===== src/mouse_pkg.sv =====
/* Mouse controller package
   State and opcode enums, PS/2 protocol codes and host timing constants */
package mouse_pkg;

   //////////////////////////////////////////////////
   // State encodings

   // Device-to-host frame receiver
   typedef enum logic [2:0] {
      RX_IDLE, RX_DATA, RX_PARITY, RX_STOP, RX_HOLD
   } rx_state_e;

   // Host-to-device sender, request-to-send sequence
   typedef enum logic [2:0] {
      TX_IDLE, TX_INHIBIT, TX_REQUEST, TX_SHIFT, TX_PARITY, TX_STOP, TX_ACK
   } tx_state_e;

   // Poll, acknowledge, four packet bytes, then hand off
   typedef enum logic [2:0] {
      PKT_POLL, PKT_ACK, PKT_BYTE1, PKT_BYTE2, PKT_BYTE3, PKT_BYTE4, PKT_PRESENT
   } packet_state_e;

   // Mouse command opcodes
   typedef enum logic [7:0] {
      CMD_READ_DATA = 8'hEB,
      CMD_RESET     = 8'hFF
   } mouse_cmd_e;

   //////////////////////////////////////////////////
   // Protocol codes and timing

   // Device acknowledge byte
   localparam logic [7:0] ACK_CODE = 8'hFA;

   // PS/2 clock held low before the request, about 100 us at the line rate
   localparam int INHIBIT_CYCLES = 200;
   // Clock and data both low before the clock is let go
   localparam int REQUEST_CYCLES = 20;
   localparam int TX_CNT_W = $clog2(INHIBIT_CYCLES);
   localparam logic [TX_CNT_W-1:0] INHIBIT_LAST = TX_CNT_W'(INHIBIT_CYCLES - 1);
   localparam logic [TX_CNT_W-1:0] REQUEST_LAST = TX_CNT_W'(REQUEST_CYCLES - 1);

   // Saturating error counter
   localparam int ERR_COUNT_W = 8;

endpackage


===== src/ps2_byte_if.sv =====
/* Received PS/2 byte channel
   One data byte plus frame status, moved under valid/ready */
interface ps2_byte_if;

   // Payload
   logic [7:0] data;
   // Start, parity and stop all good
   logic       frame_ok;

   // Handshake
   logic       valid;
   logic       ready;

   // Receiver side
   modport rx (
      output data,
      output frame_ok,
      output valid,
      input  ready
   );

   // Packet engine side
   modport engine (
      input  data,
      input  frame_ok,
      input  valid,
      output ready
   );

endinterface


===== src/mouse_packet.sv =====
/* Mouse packet engine
   Polls with Read Data, checks the ack, assembles and decodes the 4-byte packet */
module mouse_packet (
   input  logic                                 clk,
   input  logic                                 reset,
   ps2_byte_if.engine                           byte_in,
   output mouse_pkg::mouse_cmd_e                cmd,
   output logic                                 cmd_valid,
   input  logic                                 cmd_ready,
   output logic signed [8:0]                    x,
   output logic signed [8:0]                    y,
   output logic signed [3:0]                    z,
   output logic                                 button_l,
   output logic                                 button_m,
   output logic                                 button_r,
   output logic                                 packet_valid,
   input  logic                                 packet_ready,
   output logic [mouse_pkg::ERR_COUNT_W-1:0]    error_count
);

   mouse_pkg::packet_state_e state;

   // Packet bytes 1 to 3, byte 4 goes straight to z
   logic [7:0] b1;
   logic [7:0] b2;
   logic [7:0] b3;

   logic fire;
   logic bad;

   //////////////////////////////////////////////////
   // Handshakes

   assign cmd          = mouse_pkg::CMD_READ_DATA;
   assign cmd_valid    = (state == mouse_pkg::PKT_POLL);
   assign packet_valid = (state == mouse_pkg::PKT_PRESENT);

   // Take bytes only while a poll reply is expected
   assign byte_in.ready = state inside {mouse_pkg::PKT_ACK, mouse_pkg::PKT_BYTE1,
                                        mouse_pkg::PKT_BYTE2, mouse_pkg::PKT_BYTE3,
                                        mouse_pkg::PKT_BYTE4};
   assign fire = byte_in.valid & byte_in.ready;

   // Bad frame, wrong ack, or byte 1 without its always-one bit
   always_comb begin
      bad = 1'b0;
      if (fire) begin
         if (!byte_in.frame_ok) begin
            bad = 1'b1;
         end else if (state == mouse_pkg::PKT_ACK) begin
            bad = (byte_in.data != mouse_pkg::ACK_CODE);
         end else if (state == mouse_pkg::PKT_BYTE1) begin
            bad = ~byte_in.data[3];
         end
      end
   end

   //////////////////////////////////////////////////
   // Poll FSM

   always_ff @(posedge clk) begin
      if (reset) begin
         state <= mouse_pkg::PKT_POLL;
      end else if (bad) begin
         // Abandon packet and poll again
         state <= mouse_pkg::PKT_POLL;
      end else begin
         case (state)
            mouse_pkg::PKT_POLL:    if (cmd_ready) state <= mouse_pkg::PKT_ACK;
            mouse_pkg::PKT_ACK:     if (fire) state <= mouse_pkg::PKT_BYTE1;
            mouse_pkg::PKT_BYTE1:   if (fire) state <= mouse_pkg::PKT_BYTE2;
            mouse_pkg::PKT_BYTE2:   if (fire) state <= mouse_pkg::PKT_BYTE3;
            mouse_pkg::PKT_BYTE3:   if (fire) state <= mouse_pkg::PKT_BYTE4;
            mouse_pkg::PKT_BYTE4:   if (fire) state <= mouse_pkg::PKT_PRESENT;
            mouse_pkg::PKT_PRESENT: if (packet_ready) state <= mouse_pkg::PKT_POLL;
            default:                state <= mouse_pkg::PKT_POLL;
         endcase
      end
   end

   //////////////////////////////////////////////////
   // Packet capture and decode

   always_ff @(posedge clk) begin
      if (fire && !bad) begin
         case (state)
            mouse_pkg::PKT_BYTE1: b1 <= byte_in.data;
            mouse_pkg::PKT_BYTE2: b2 <= byte_in.data;
            mouse_pkg::PKT_BYTE3: b3 <= byte_in.data;
            mouse_pkg::PKT_BYTE4: begin
               // Byte 1: yovf xovf ysgn xsgn 1 mid right left
               x        <= {b1[4], b2};
               y        <= {b1[5], b3};
               z        <= byte_in.data[3:0];
               button_l <= b1[0];
               button_m <= b1[2];
               button_r <= b1[1];
            end
            default: ;
         endcase
      end
   end

   // Saturating error count
   always_ff @(posedge clk) begin
      if (reset) begin
         error_count <= '0;
      end else if (bad && error_count != '1) begin
         error_count <= error_count + 1'b1;
      end
   end

   // Packet holds under back-pressure
   assert property (@(posedge clk) disable iff (reset)
      packet_valid && !packet_ready |=>
         packet_valid && $stable(x) && $stable(y) && $stable(z) &&
         $stable({button_l, button_m, button_r}))
      else $error("mouse_packet: packet changed while waiting for ready");

endmodule


===== src/mouse_top.sv =====
/* PS/2 mouse controller top level
   Receiver, command sender and packet engine on open-collector PS/2 lines */
module mouse_top (
   input  logic                                 clk,
   input  logic                                 reset,
   input  logic                                 ps2_clk_in,
   input  logic                                 ps2_data_in,
   output logic                                 ps2_clk_drive_low,
   output logic                                 ps2_data_drive_low,
   output logic signed [8:0]                    x,
   output logic signed [8:0]                    y,
   output logic signed [3:0]                    z,
   output logic                                 button_l,
   output logic                                 button_m,
   output logic                                 button_r,
   output logic                                 packet_valid,
   input  logic                                 packet_ready,
   output logic [mouse_pkg::ERR_COUNT_W-1:0]    error_count
);

   // Received byte channel
   ps2_byte_if rx_byte ();

   // Command port
   mouse_pkg::mouse_cmd_e cmd;
   logic                  cmd_valid;
   logic                  cmd_ready;
   logic                  tx_busy;

   // Listen only, line drive comes from the sender
   ps2_rx rx_i (
      .clk      (clk),
      .reset    (reset),
      .ps2_clk  (ps2_clk_in),
      .ps2_data (ps2_data_in),
      .byte_out (rx_byte.rx),
      .tx_busy  (tx_busy)
   );

   ps2_tx tx_i (
      .clk            (clk),
      .reset          (reset),
      .ps2_clk        (ps2_clk_in),
      .ps2_data       (ps2_data_in),
      .cmd            (cmd),
      .cmd_valid      (cmd_valid),
      .cmd_ready      (cmd_ready),
      .clk_drive_low  (ps2_clk_drive_low),
      .data_drive_low (ps2_data_drive_low),
      .busy           (tx_busy)
   );

   mouse_packet packet_i (
      .clk          (clk),
      .reset        (reset),
      .byte_in      (rx_byte.engine),
      .cmd          (cmd),
      .cmd_valid    (cmd_valid),
      .cmd_ready    (cmd_ready),
      .x            (x),
      .y            (y),
      .z            (z),
      .button_l     (button_l),
      .button_m     (button_m),
      .button_r     (button_r),
      .packet_valid (packet_valid),
      .packet_ready (packet_ready),
      .error_count  (error_count)
   );

endmodule


===== src/ps2_rx.sv =====
/* PS/2 device-to-host receiver
   Samples 11-bit frames on device clock falls, checks framing, holds the byte */
module ps2_rx (
   input  logic   clk,
   input  logic   reset,
   input  logic   ps2_clk,
   input  logic   ps2_data,
   ps2_byte_if.rx byte_out,
   input  logic   tx_busy
);

   //////////////////////////////////////////////////
   // Line synchronizers and edge detect

   logic [1:0] clk_sync;
   logic [1:0] data_sync;
   logic       clk_prev;
   logic       clk_fall;

   // Lines idle high, so reset to ones
   always_ff @(posedge clk) begin
      if (reset) begin
         clk_sync  <= 2'b11;
         data_sync <= 2'b11;
         clk_prev  <= 1'b1;
      end else begin
         clk_sync  <= {clk_sync[0], ps2_clk};
         data_sync <= {data_sync[0], ps2_data};
         clk_prev  <= clk_sync[1];
      end
   end

   // One pulse per device falling edge
   assign clk_fall = clk_prev & ~clk_sync[1];

   //////////////////////////////////////////////////
   // Frame shifter

   mouse_pkg::rx_state_e state;
   logic [7:0] shift;
   logic [2:0] bit_cnt;
   logic       start_ok;
   logic       parity_bit;
   logic       frame_good;
   logic       handshake;
   logic       held;

   assign handshake = byte_out.valid & byte_out.ready;
   // Previous byte still waiting after this clock
   assign held = byte_out.valid & ~byte_out.ready;

   // Start low, odd parity across data and parity, stop taken live
   assign frame_good = start_ok & (^{shift, parity_bit}) & data_sync[1];

   always_ff @(posedge clk) begin
      if (reset) begin
         state          <= mouse_pkg::RX_IDLE;
         bit_cnt        <= 3'd0;
         byte_out.valid <= 1'b0;
      end else begin
         if (handshake) begin
            byte_out.valid <= 1'b0;
         end
         if (tx_busy) begin
            // Host owns the lines, drop any partial frame
            state <= held ? mouse_pkg::RX_HOLD : mouse_pkg::RX_IDLE;
         end else begin
            case (state)
               mouse_pkg::RX_IDLE, mouse_pkg::RX_HOLD: begin
                  if (clk_fall) begin
                     // Start bit
                     start_ok <= ~data_sync[1];
                     bit_cnt  <= 3'd0;
                     state    <= mouse_pkg::RX_DATA;
                  end else if (state == mouse_pkg::RX_HOLD && handshake) begin
                     state <= mouse_pkg::RX_IDLE;
                  end
               end
               mouse_pkg::RX_DATA: begin
                  if (clk_fall) begin
                     // LSB first
                     shift   <= {data_sync[1], shift[7:1]};
                     bit_cnt <= bit_cnt + 3'd1;
                     if (bit_cnt == 3'd7) begin
                        state <= mouse_pkg::RX_PARITY;
                     end
                  end
               end
               mouse_pkg::RX_PARITY: begin
                  if (clk_fall) begin
                     parity_bit <= data_sync[1];
                     state      <= mouse_pkg::RX_STOP;
                  end
               end
               mouse_pkg::RX_STOP: begin
                  if (clk_fall) begin
                     // Old byte not taken yet, new frame is lost
                     if (!held) begin
                        byte_out.data     <= shift;
                        byte_out.frame_ok <= frame_good;
                        byte_out.valid    <= 1'b1;
                     end
                     state <= mouse_pkg::RX_HOLD;
                  end
               end
               default: state <= mouse_pkg::RX_IDLE;
            endcase
         end
      end
   end

   // Held byte must not move until the engine takes it
   assert property (@(posedge clk) disable iff (reset)
      byte_out.valid && !byte_out.ready |=>
         byte_out.valid && $stable(byte_out.data) && $stable(byte_out.frame_ok))
      else $error("ps2_rx: held byte changed before handshake");

endmodule


===== src/ps2_tx.sv =====
/* PS/2 host-to-device command sender
   Inhibit, request-to-send, shift data and parity, then wait for device ack */
module ps2_tx (
   input  logic                  clk,
   input  logic                  reset,
   input  logic                  ps2_clk,
   input  logic                  ps2_data,
   input  mouse_pkg::mouse_cmd_e cmd,
   input  logic                  cmd_valid,
   output logic                  cmd_ready,
   output logic                  clk_drive_low,
   output logic                  data_drive_low,
   output logic                  busy
);

   //////////////////////////////////////////////////
   // Line synchronizers and edge detect

   logic [1:0] clk_sync;
   logic [1:0] data_sync;
   logic       clk_prev;
   logic       clk_fall;

   always_ff @(posedge clk) begin
      if (reset) begin
         clk_sync  <= 2'b11;
         data_sync <= 2'b11;
         clk_prev  <= 1'b1;
      end else begin
         clk_sync  <= {clk_sync[0], ps2_clk};
         data_sync <= {data_sync[0], ps2_data};
         clk_prev  <= clk_sync[1];
      end
   end

   assign clk_fall = clk_prev & ~clk_sync[1];

   //////////////////////////////////////////////////
   // Request-to-send FSM

   mouse_pkg::tx_state_e state;
   logic [mouse_pkg::TX_CNT_W-1:0] cnt;
   logic [2:0] bit_cnt;
   logic [7:0] shift;
   logic       parity_bit;

   assign cmd_ready = (state == mouse_pkg::TX_IDLE);
   assign busy      = (state != mouse_pkg::TX_IDLE);

   // Line pulls are registered so the open-collector drive never glitches
   always_ff @(posedge clk) begin
      if (reset) begin
         state          <= mouse_pkg::TX_IDLE;
         cnt            <= '0;
         bit_cnt        <= 3'd0;
         clk_drive_low  <= 1'b0;
         data_drive_low <= 1'b0;
      end else begin
         case (state)
            mouse_pkg::TX_IDLE: begin
               if (cmd_valid) begin
                  shift         <= cmd;
                  // Odd parity
                  parity_bit    <= ~^cmd;
                  cnt           <= '0;
                  clk_drive_low <= 1'b1;
                  state         <= mouse_pkg::TX_INHIBIT;
               end
            end
            mouse_pkg::TX_INHIBIT: begin
               cnt <= cnt + 1'b1;
               if (cnt == mouse_pkg::INHIBIT_LAST) begin
                  // Data low doubles as the start bit
                  cnt            <= '0;
                  data_drive_low <= 1'b1;
                  state          <= mouse_pkg::TX_REQUEST;
               end
            end
            mouse_pkg::TX_REQUEST: begin
               cnt <= cnt + 1'b1;
               if (cnt == mouse_pkg::REQUEST_LAST) begin
                  // Let go of the clock, device starts clocking
                  clk_drive_low <= 1'b0;
                  bit_cnt       <= 3'd0;
                  state         <= mouse_pkg::TX_SHIFT;
               end
            end
            mouse_pkg::TX_SHIFT: begin
               if (clk_fall) begin
                  // New bit while clock low, device samples on the rise
                  data_drive_low <= ~shift[0];
                  shift          <= {1'b0, shift[7:1]};
                  bit_cnt        <= bit_cnt + 3'd1;
                  if (bit_cnt == 3'd7) begin
                     state <= mouse_pkg::TX_PARITY;
                  end
               end
            end
            mouse_pkg::TX_PARITY: begin
               if (clk_fall) begin
                  data_drive_low <= ~parity_bit;
                  state          <= mouse_pkg::TX_STOP;
               end
            end
            mouse_pkg::TX_STOP: begin
               if (clk_fall) begin
                  // Stop bit is the released line
                  data_drive_low <= 1'b0;
                  state          <= mouse_pkg::TX_ACK;
               end
            end
            mouse_pkg::TX_ACK: begin
               // Device pulls data low for one clock
               if (clk_fall && !data_sync[1]) begin
                  state <= mouse_pkg::TX_IDLE;
               end
            end
            default: state <= mouse_pkg::TX_IDLE;
         endcase
      end
   end

   // Host clock pull only during inhibit and request
   assert property (@(posedge clk) disable iff (reset)
      clk_drive_low |-> state inside {mouse_pkg::TX_INHIBIT, mouse_pkg::TX_REQUEST})
      else $error("ps2_tx: clock pulled low outside request sequence");

endmodule


===== config.mk =====
export PLATFORM = sky130hd
export DESIGN_NAME = mouse_top
export DESIGN_NICKNAME = d
export VERILOG_FILES = /design/src/mouse_pkg.sv /design/src/ps2_byte_if.sv /design/src/mouse_packet.sv /design/src/mouse_top.sv /design/src/ps2_rx.sv /design/src/ps2_tx.sv
export SDC_FILE = /design/constraint.sdc
export NUM_CORES = 1
export LEC_CHECK = 0
export ABC_AREA = 1
export BUFFER_PORTS_ARGS = -buffer_cell sky130_fd_sc_hd__buf_2
export CORE_MARGIN = 3
export CORE_UTILIZATION = 55
export DETAILED_ROUTE_END_ITERATION = 8
export PLACE_DENSITY = 0.79
export SETUP_SLACK_MARGIN = 0.1
export SYNTH_ARGS = -nofsm -noshare
export SYNTH_HDL_FRONTEND = slang
export SYNTH_SLANG_ARGS = --single-unit

===== constraint.sdc =====
create_clock -name clk -period 6.8 [get_ports clk]
set_input_delay 1.02 -clock clk [delete_from_list [all_inputs] [get_ports clk]]
set_output_delay 1.02 -clock clk [all_outputs]
set_load 0.1 [all_outputs]

==> results of run 1 <==
==> per-layer routing <==
layer / GRT usage / vias to the layer above / routed length [µm]
met4: 0.06603 / 0 / 143
met5: 0 / - / 0
met1: 0.2143 / 1446 / 3408
li1: - / 1586 / -
met2: 0.2979 / 63 / 4024
met3: 0.03500 / 15 / 311
==> critical path: stages, from the launching register on <==
cell,delay [ns]
sky130_fd_sc_hd__dfxtp_1,0.48
sky130_fd_sc_hd__nand2_2,0.15
sky130_fd_sc_hd__nor2_1,0.18
sky130_fd_sc_hd__buf_2,0.46
==> cells by family after synthesis <==
family | share of synthesized area
AND/OR/NAND/NOR | 0.2298
XOR/XNOR | 0.02454
buffers and inverters | 0.03884
AO/OA/AOI/OAI | 0.04989
flip-flops | 0.6408
adder cells (fa/ha/maj) | 0.01618
==> cell usage after synthesis <==
cell type,count,area (µm²)
sky130_fd_sc_hd__a211oi_1,2,15.01
sky130_fd_sc_hd__a21oi_1,26,130.1
sky130_fd_sc_hd__a21oi_2,1,8.760
sky130_fd_sc_hd__buf_4,1,7.510
sky130_fd_sc_hd__clkbuf_1,3,11.26
sky130_fd_sc_hd__dfxtp_1,39,780.8
sky130_fd_sc_hd__edfxtp_1,73,2192
sky130_fd_sc_hd__ha_1,6,75.07
sky130_fd_sc_hd__inv_1,35,131.4
sky130_fd_sc_hd__inv_2,8,30.03
sky130_fd_sc_hd__nand2_1,82,307.8
sky130_fd_sc_hd__nand2_2,3,18.77
sky130_fd_sc_hd__nand2_4,4,45.04
sky130_fd_sc_hd__nand3_1,29,145.1
sky130_fd_sc_hd__nand3_2,7,70.07
sky130_fd_sc_hd__nand3_4,1,17.52
sky130_fd_sc_hd__nand3b_1,1,7.510
sky130_fd_sc_hd__nand4_1,13,81.33
sky130_fd_sc_hd__nor2_1,45,168.9
sky130_fd_sc_hd__nor2_2,2,12.51
sky130_fd_sc_hd__nor2_4,1,11.26
sky130_fd_sc_hd__nor2_8,2,40.04
sky130_fd_sc_hd__nor3_1,6,30.03
sky130_fd_sc_hd__nor3_2,1,10.01
sky130_fd_sc_hd__nor4_1,4,25.02
sky130_fd_sc_hd__o21ai_0,10,50.05
sky130_fd_sc_hd__o21ai_1,1,5.000
sky130_fd_sc_hd__o21bai_1,2,15.01
sky130_fd_sc_hd__o31ai_1,1,7.510
sky130_fd_sc_hd__or2_1,3,18.77
sky130_fd_sc_hd__or2_2,9,56.30
sky130_fd_sc_hd__xnor2_1,6,52.55
sky130_fd_sc_hd__xor2_1,7,61.31
==> stage by stage <==
stage	util	setup slack, ns	area, µm²
2_1_floorplan	-	3.678	4639
3_3_place_gp	0.6255	4.170	4984
3_5_place_dp	0.6255	4.089	4984
4_1_cts	0.6522	4.142	5196
5_1_grt	0.6522	4.108	5196
6_report	0.6522	4.152	5196
==> worst paths after layout <==
| path | cells after the start | from | end | slack [ns] |
|---|---|---|---|---|
| worst max register to register | 4 | tx_i.state[1]$_SDFFE_PP0P_ | tx_i.shift[3]$_SDFFCE_PN1P_ | 4.51 |
| worst min register to register | 1 | rx_i.clk_sync[0]$_SDFF_PP1_ | rx_i.clk_sync[1]$_SDFF_PP1_ | 0.42 |
| worst min-delay path | 1 | rx_i.clk_sync[0]$_SDFF_PP1_ | rx_i.clk_sync[1]$_SDFF_PP1_ | 0.42 |
| worst max-delay path | 3 | packet_i.state[2]$_SDFFE_PP0P_ | packet_valid | 4.15 |
==> flip-flops by register name, summed over array words and instances, names as in the netlist, 2 cells and up <==
name / flops
tx_i.bit_cnt: 3
packet_i.state: 3
packet_i.x: 9
packet_i.b3: 8
tx_i.cnt: 8
packet_i.z: 4
packet_i.b2: 8
rx_i.bit_cnt: 3
packet_i.error_count: 8
packet_i.y: 9
rx_i.state: 3
packet_i.b1: 5
tx_i.state: 3
rx_i.shift: 8
rx_i.clk_sync: 2
rx_i.byte_out.data: 8
tx_i.shift: 8
==> power by group <==
part	internal [mW]	switching, mW	total, mW
Clock	0.150	0.246	0.396
Sequential	0.753	0.0307	0.783
Combinational	0.101	0.256	0.357
==> final cells by class <==
class                      instances  area [µm²]  share of cell area
sequential                       112        2973              0.5721
multi-input combinational        275        1491              0.2870
timing repair buffer              44       230.2             0.04431
inverter                          43       161.4             0.03106
tap                              102       127.6             0.02456
clock buffer                       9       123.9             0.02384
clock inverter                     7       88.84             0.01710
==> qor.json, run 1 <==
{
  "setup_viol": {"value": 0},
  "cts_tree": {"value": "done"},
  "post_cts_resized": {"value": 0},
  "hold_path_class": {"value": "flip-flop to flip-flop"},
  "fin_crit_sh": {"value": 0.3894},
  "design_power_total": {"value": 1.536, "unit": "mW"},
  "status": {"value": "completed"},
  "synthesized_area_per_cell": {"value": 10.69, "unit": "µm²"},
  "slew_headroom": {"value": 0.2431},
  "clock_skew": {"value": 0.01122, "unit": "ns"},
  "synth_nets": {"value": 445},
  "fin_cells": {"value": 592},
  "final.setup.tns": {"value": 0, "unit": "ns"},
  "worst_setup_path_start_kind": {"value": "flip-flop"},
  "gpl.final_weighted_congestion": {"value": 0.8391},
  "least_margin_pin_slew": {"value": 1.127, "unit": "ns"},
  "grt_antenna_before_repair": {"value": 0},
  "drt-vias-per-instance": {"value": 5.253},
  "die_span_in_y": {"value": 97.85, "unit": "µm"},
  "timing.critical_path.required": {"value": 5.78, "unit": "ns"},
  "drt_first_pass_iters": {"value": 4},
  "power_leakage": {"value": 2.037, "unit": "nW"},
  "clkTransAtPathRegs": {"value": 0.11, "unit": "ns"},
  "design.die.area": {"value": 9574, "unit": "µm²"},
  "max_cap_violations": {"value": 0},
  "antenna_violating_nets_post_route": {"value": 0},
  "cts_buffer_depth": {"value": 2},
  "clock_tree.root_cell": {"value": "sky130_fd_sc_hd__clkbuf_8"},
  "most-common-layout-cells": {"value": "sky130_fd_sc_hd__nand2_1, sky130_fd_sc_hd__edfxtp_1, sky130_fd_sc_hd__nor2_1"},
  "dr_total_vias": {"value": 3110},
  "placed_cells": {"value": 576},
  "antenna_cells": {"value": 0},
  "cts_buffers": {"value": 9},
  "via_count_of_the_first_global_routing_pass": {"value": 2897},
  "floorplan.initialDensity": {"value": 0.5823},
  "yosysUniqueCellTypes": {"value": 33},
  "largest_net_degree_at_the_start_of_global_routing": {"value": 30},
  "post_cts_setup_inserts": {"value": 0},
  "ioPinCount": {"value": 41},
  "routed_wire_length_per_instance": {"value": 13.32, "unit": "µm"},
  "postSynthRegisterBits": {"value": 112},
  "grt_overflow_total": {"value": 0},
  "insertion_delay": {"value": 0.37, "unit": "ns"},
  "drc": {"value": 0},
  "cts-hold-fix-buffers": {"value": 0},
  "numPortBuffers": {"value": 40},
  "detailedPlacementHpwl": {"value": 5.756, "unit": "mm"},
  "max-vdd-ir-drop": {"value": 0.0001877, "unit": "V"},
  "cp_data_arrival_time": {"value": 1.63, "unit": "ns"},
  "tritoncts_num_sinks": {"value": 112},
  "globalRouteTotalUtil": {"value": 0.1727},
  "n_fill_cell": {"value": 624},
  "yosys_warnings": {"value": 0},
  "die_w": {"value": 97.85, "unit": "µm"},
  "core": {"value": 7968, "unit": "µm²"},
  "hold_viol_final": {"value": 0},
  "end_kind": {"value": "output pin"},
  "layout-drive-gt1-share": {"value": 0.2041},
  "final_net_count": {"value": 496},
  "grt_pass1_wl": {"value": 13.57, "unit": "mm"},
  "fin_hold_ws": {"value": 0.4211, "unit": "ns"},
  "critPathMaxFanout": {"value": 7},
  "first_iter_violations": {"value": 91},
  "powerDensity": {"value": 295.6, "unit": "nW/µm²"},
  "cts_max_level": {"value": 3},
  "timing.final.max_slew_violations": {"value": 0},
  "syn_inst": {"value": 434},
  "max_clock_freq": {"value": 377.7, "unit": "MHz"},
  "setup_repair_after_global_routing_missed_its_margin": {"value": "false"},
  "placementRows": {"value": 32},
  "criticalPathCategory": {"value": "flip-flop to output pin"},
  "layout.cells.most_common": {"value": "sky130_fd_sc_hd__nand2_1"},
  "synthesis.area": {"value": 4639, "unit": "µm²"},
  "wl": {"value": 7.887, "unit": "mm"},
  "area_growth": {"value": 12.00, "unit": "%"},
  "layout_min_cycle_time": {"value": 2.648, "unit": "ns"},
  "seq_area_frac_synth": {"value": 0.6408}
}
(Power assumes the default switching activity.)
==> inputs of run 2 (changes only) <==
ABC_AREA = 0   (was 1)
CORE_UTILIZATION = 53   (was 55)
clock period = 2.1 ns   (was 6.8 ns; I/O delays follow)
==> run 2 against run 1 <==
  * Core utilization fell by 3.1 points
  * Die area grew 1.1%
  * Critical endpoint is now tx_i.cnt[4]$_SDFFE_PP0P_
  * Synthesized area decreased by 2.5%
  * Worst setup slack lost 4.0 ns
  * Via count decreased by 6.5%
  * Flip-flop and latch count stayed put
  * Clock skew grew 0.0069 ns
  * Critical path depth increased by 2
  * Largest power group unchanged
  * Sequential power increased to 3.1 times the previous value
==> qor.json, run 2 <==
{
  "status": {"value": "completed"},
  "clock_skew": {"value": 0.01811, "unit": "ns", "change": "+0.006897 ns"},
  "worst_setup_path_start_kind": {"value": "flip-flop"},
  "placementRows": {"value": 33, "change": "+3.1%"},
  "synth.most_common_cell": {"value": "sky130_fd_sc_hd__edfxtp_1"},
  "critical-path-max-stage-delay": {"value": 0.61, "unit": "ns", "change": "+0.13 ns"},
  "cts_buffer_depth": {"value": 2, "change": "unchanged"},
  "max-vdd-ir-drop": {"value": 0.0004652, "unit": "V", "change": "+150%"},
  "hold_viol_final": {"value": 0, "change": "unchanged"},
  "layout_min_cycle_time": {"value": 1.914, "unit": "ns"},
  "cts_tree": {"value": "done"},
  "clock_tree.root_cell": {"value": "sky130_fd_sc_hd__clkbuf_8"},
  "cts-hold-fix-buffers": {"value": 0, "change": "unchanged"},
  "critical-path-top-delay-family": {"value": "simple AND/OR/NAND/NOR gates"},
  "tritoncts_num_sinks": {"value": 112, "change": "unchanged"},
  "drc": {"value": 0, "change": "unchanged"},
  "floorplan.initialDensity": {"value": 0.5476, "change": "-0.03471"},
  "yosys-top-cells-count": {"value": "sky130_fd_sc_hd__edfxtp_1, sky130_fd_sc_hd__dfxtp_1, sky130_fd_sc_hd__nor2_1"},
  "grt_antenna_before_repair": {"value": 0, "change": "unchanged"},
  "timing.critical_path.required": {"value": 2.36, "unit": "ns", "change": "-3.42 ns"},
  "grt_overflow_total": {"value": 0, "change": "unchanged"},
  "largest_registers": {"value": "packet_i.x x9, packet_i.y x9"},
  "crit_path_cell_trace": {"value": "ha_2, or4b_2, a31oi_1, a21o_1, nor2_1"},
  "least_margin_pin_slew": {"value": 0.7226, "unit": "ns", "change": "-0.4041 ns"},
  "detailedPlacementHpwl": {"value": 5.160, "unit": "mm", "change": "-10%"},
  "die_w": {"value": 98.37, "unit": "µm", "change": "+0.53%"},
  "critPathMaxFanout": {"value": 7, "change": "unchanged"},
  "core": {"value": 8258, "unit": "µm²", "change": "+3.6%"},
  "insertion_delay": {"value": 0.37, "unit": "ns", "change": "about the same"},
  "setup_viol": {"value": 0, "change": "unchanged"},
  "via_count_of_the_first_global_routing_pass": {"value": 2708, "change": "-6.5%"},
  "synth_area_leaders": {"value": "sky130_fd_sc_hd__edfxtp_1, sky130_fd_sc_hd__dfxtp_1, sky130_fd_sc_hd__a21oi_1"},
  "final.setup.tns": {"value": 0, "unit": "ns", "change": "unchanged"},
  "drt-vias-per-instance": {"value": 5.558, "change": "+5.8%"},
  "fin_hold_ws": {"value": 0.1257, "unit": "ns", "change": "-0.2954 ns"},
  "placed_cells": {"value": 507, "change": "-12%"},
  "largest_net_degree_at_the_start_of_global_routing": {"value": 38, "change": "+27%"},
  "n_fill_cell": {"value": 611, "change": "-2.1%"},
  "yosys.area.top_type": {"value": "sky130_fd_sc_hd__edfxtp_1"},
  "grt_pass1_wl": {"value": 12.25, "unit": "mm", "change": "-9.7%"},
  "routed_wire_length_per_instance": {"value": 14.43, "unit": "µm", "change": "+8.3%"},
  "multi_input_comb_area": {"value": 1480, "unit": "µm²", "change": "-0.75%"},
  "powerDensity": {"value": 838.8, "unit": "nW/µm²", "change": "+180%"},
  "yosys_warnings": {"value": 0, "change": "unchanged"},
  "fin_cells": {"value": 523, "change": "-12%"},
  "most-common-layout-cells": {"value": "sky130_fd_sc_hd__edfxtp_1, sky130_fd_sc_hd__buf_2, sky130_fd_sc_hd__dfxtp_1"},
  "design.die.area": {"value": 9676, "unit": "µm²", "change": "+1.1%"},
  "synthesis.area": {"value": 4522, "unit": "µm²", "change": "-2.5%"},
  "setup_repair_after_global_routing_missed_its_margin": {"value": "false"},
  "layout.cells.most_common": {"value": "sky130_fd_sc_hd__edfxtp_1"},
  "power_leakage": {"value": 1.782, "unit": "nW", "change": "-13%"},
  "seq_area_frac_synth": {"value": 0.6574, "change": "+0.01667"},
  "cts_buffers": {"value": 9, "change": "unchanged"},
  "clkTransAtPathRegs": {"value": 0.11, "unit": "ns", "change": "about the same"},
  "slew_headroom": {"value": 0.5183, "change": "+0.2752"},
  "antenna_violating_nets_post_route": {"value": 0, "change": "unchanged"},
  "cts_max_level": {"value": 3, "change": "unchanged"},
  "postSynthRegisterBits": {"value": 112, "change": "unchanged"},
  "area_fraction_of_the_dominant_cell_type_after_synthesis": {"value": 0.4848, "change": "+0.01229"},
  "wl": {"value": 7.545, "unit": "mm", "change": "-4.3%"},
  "post_cts_setup_inserts": {"value": 0, "change": "unchanged"},
  "dr_total_vias": {"value": 2907, "change": "-6.5%"},
  "worst_path_max_delay_cell": {"value": "sky130_fd_sc_hd__or4b_2"},
  "synth_nets": {"value": 378, "change": "-15%"},
  "die_span_in_y": {"value": 98.37, "unit": "µm", "change": "+0.53%"},
  "gpl.final_weighted_congestion": {"value": 0.8373, "change": "-0.21%"},
  "layout-drive-gt1-share": {"value": 0.2512, "change": "+0.04711"},
  "end_kind": {"value": "flip-flop"},
  "max_clock_freq": {"value": 522.4, "unit": "MHz"},
  "ioPinCount": {"value": 41, "change": "unchanged"},
  "numPortBuffers": {"value": 40, "change": "unchanged"},
  "final_net_count": {"value": 424, "change": "-15%"},
  "globalRouteTotalUtil": {"value": 0.1549, "change": "-0.01787"},
  "area_growth": {"value": 13.53, "unit": "%"},
  "yosys_most_used_dff": {"value": "sky130_fd_sc_hd__edfxtp_1"},
  "synthArstFlopShare": {"value": 0, "change": "unchanged"},
  "critical_path_buf_inv_count": {"value": 0, "change": "-1"},
  "drt_first_pass_iters": {"value": 4, "change": "unchanged"},
  "fin_crit_sh": {"value": 0.9115},
  "cp_data_arrival_time": {"value": 2.17, "unit": "ns", "change": "+0.54 ns"},
  "timing.final.max_slew_violations": {"value": 0, "change": "unchanged"},
  "first_iter_violations": {"value": 133, "change": "+46%"},
  "criticalPathCategory": {"value": "flip-flop to flip-flop"},
  "yosysUniqueCellTypes": {"value": 57, "change": "+73%"},
  "syn_inst": {"value": 367, "change": "-15%"},
  "seqCellArea": {"value": 2984, "unit": "µm²", "change": "+0.38%"},
  "synthesized_area_per_cell": {"value": 12.32, "unit": "µm²", "change": "+15%"},
  "antenna_cells": {"value": 0, "change": "unchanged"},
  "synth_edf_count": {"value": 73, "change": "unchanged"},
  "hold_path_class": {"value": "input pin to flip-flop"},
  "max_cap_violations": {"value": 0, "change": "unchanged"}
}
-- run 2: cell count changes after synthesis, moves of 11 or more --
cell,delta
sky130_fd_sc_hd__clkbuf_1,+13
sky130_fd_sc_hd__inv_1,-25
sky130_fd_sc_hd__nand2_1,-60
sky130_fd_sc_hd__nand3_1,-18
sky130_fd_sc_hd__nor2_1,-20
sky130_fd_sc_hd__or3_1,+11
-- run 2: cell type report --
type | instances | area share
timing repair buffer | 54 | 0.05947
multi-input combinational | 226 | 0.2883
clock buffer | 9 | 0.02413
sequential | 112 | 0.5813
inverter | 10 | 0.007312
clock inverter | 7 | 0.01389
tap | 105 | 0.02559
-- run 2: worst register-to-register path, cell delays in order (launching register included) --
cell                      delay [ns]
sky130_fd_sc_hd__dfxtp_1        0.41
sky130_fd_sc_hd__ha_2           0.25
sky130_fd_sc_hd__or4b_2         0.61
sky130_fd_sc_hd__a31oi_1        0.19
sky130_fd_sc_hd__a21o_1         0.27
sky130_fd_sc_hd__nor2_1         0.08
-- run 2: repair_timing --
item / in CTS / in global routing
resized for setup: 0 / 10
endpoints found under the hold margin: 0 / 0
setup endpoints to repair: 0 / 17
-- run 2: final timing paths --
check / start / slack (ns) / endpoint / depth (start not counted)
worst max-delay path: tx_i.cnt[0]$_SDFFE_PP0P_ / 0.19 / tx_i.cnt[4]$_SDFFE_PP0P_ / 5
worst min-delay path: ps2_clk_in / 0.13 / rx_i.clk_sync[0]$_SDFF_PP1_ / 2
worst max register to register: tx_i.cnt[0]$_SDFFE_PP0P_ / 0.19 / tx_i.cnt[4]$_SDFFE_PP0P_ / 5
worst min register to register: packet_i.b3[2]$_DFFE_PP_ / 0.42 / packet_i.y[2]$_DFFE_PP_ / 0
-- run 2: routing by layer --
metal / track usage / share of wire / wire [µm]
met1: 0.2009 / 0.46 / 3482
met3: 0.04286 / 0.042 / 315
met5: 0 / 0 / 0
met4: 0.05252 / 0.0098 / 74
met2: 0.2522 / 0.49 / 3672
-- run 2: logic make-up (layout without fill, tap and decap cells) --
| logic type | count (synthesis) | in the layout | share of synthesized area |
|---|---|---|---|
| compound gates | 67 | 67 | 0.09879 |
| fa+ha+maj | 6 | 6 | 0.01660 |
| xor+xnor | 18 | 18 | 0.03486 |
| mux | 2 | 2 | 0.004704 |
| flops | 112 | 112 | 0.6574 |
| buf+inv | 29 | 80 | 0.02490 |
| simple gates | 133 | 133 | 0.1627 |
-- run 2: per-stage QoR --
| step | util | cell area [µm²] | setup slack [ns] | power [mW] |
|---|---|---|---|---|
| floorplan | - | 4551 | 0.001667 | 2.947 |
| global placement | 0.5947 | 4911 | 0.1879 | 3.091 |
| detailed placement | 0.5947 | 4911 | 0.1786 | 3.101 |
| CTS | 0.6183 | 5106 | 0.1618 | 4.306 |
| global route | 0.6217 | 5134 | 0.08171 | 4.482 |
| finish | 0.6217 | 5134 | 0.1858 | 4.306 |
-- run 2: power breakdown --
| part | internal, mW | switching, mW | leakage [nW] |
|---|---|---|---|
| Combinational | 0.234 | 0.397 | 0.725 |
| Sequential | 2.39 | 0.0585 | 0.964 |
| Clock | 0.464 | 0.761 | 0.0926 |
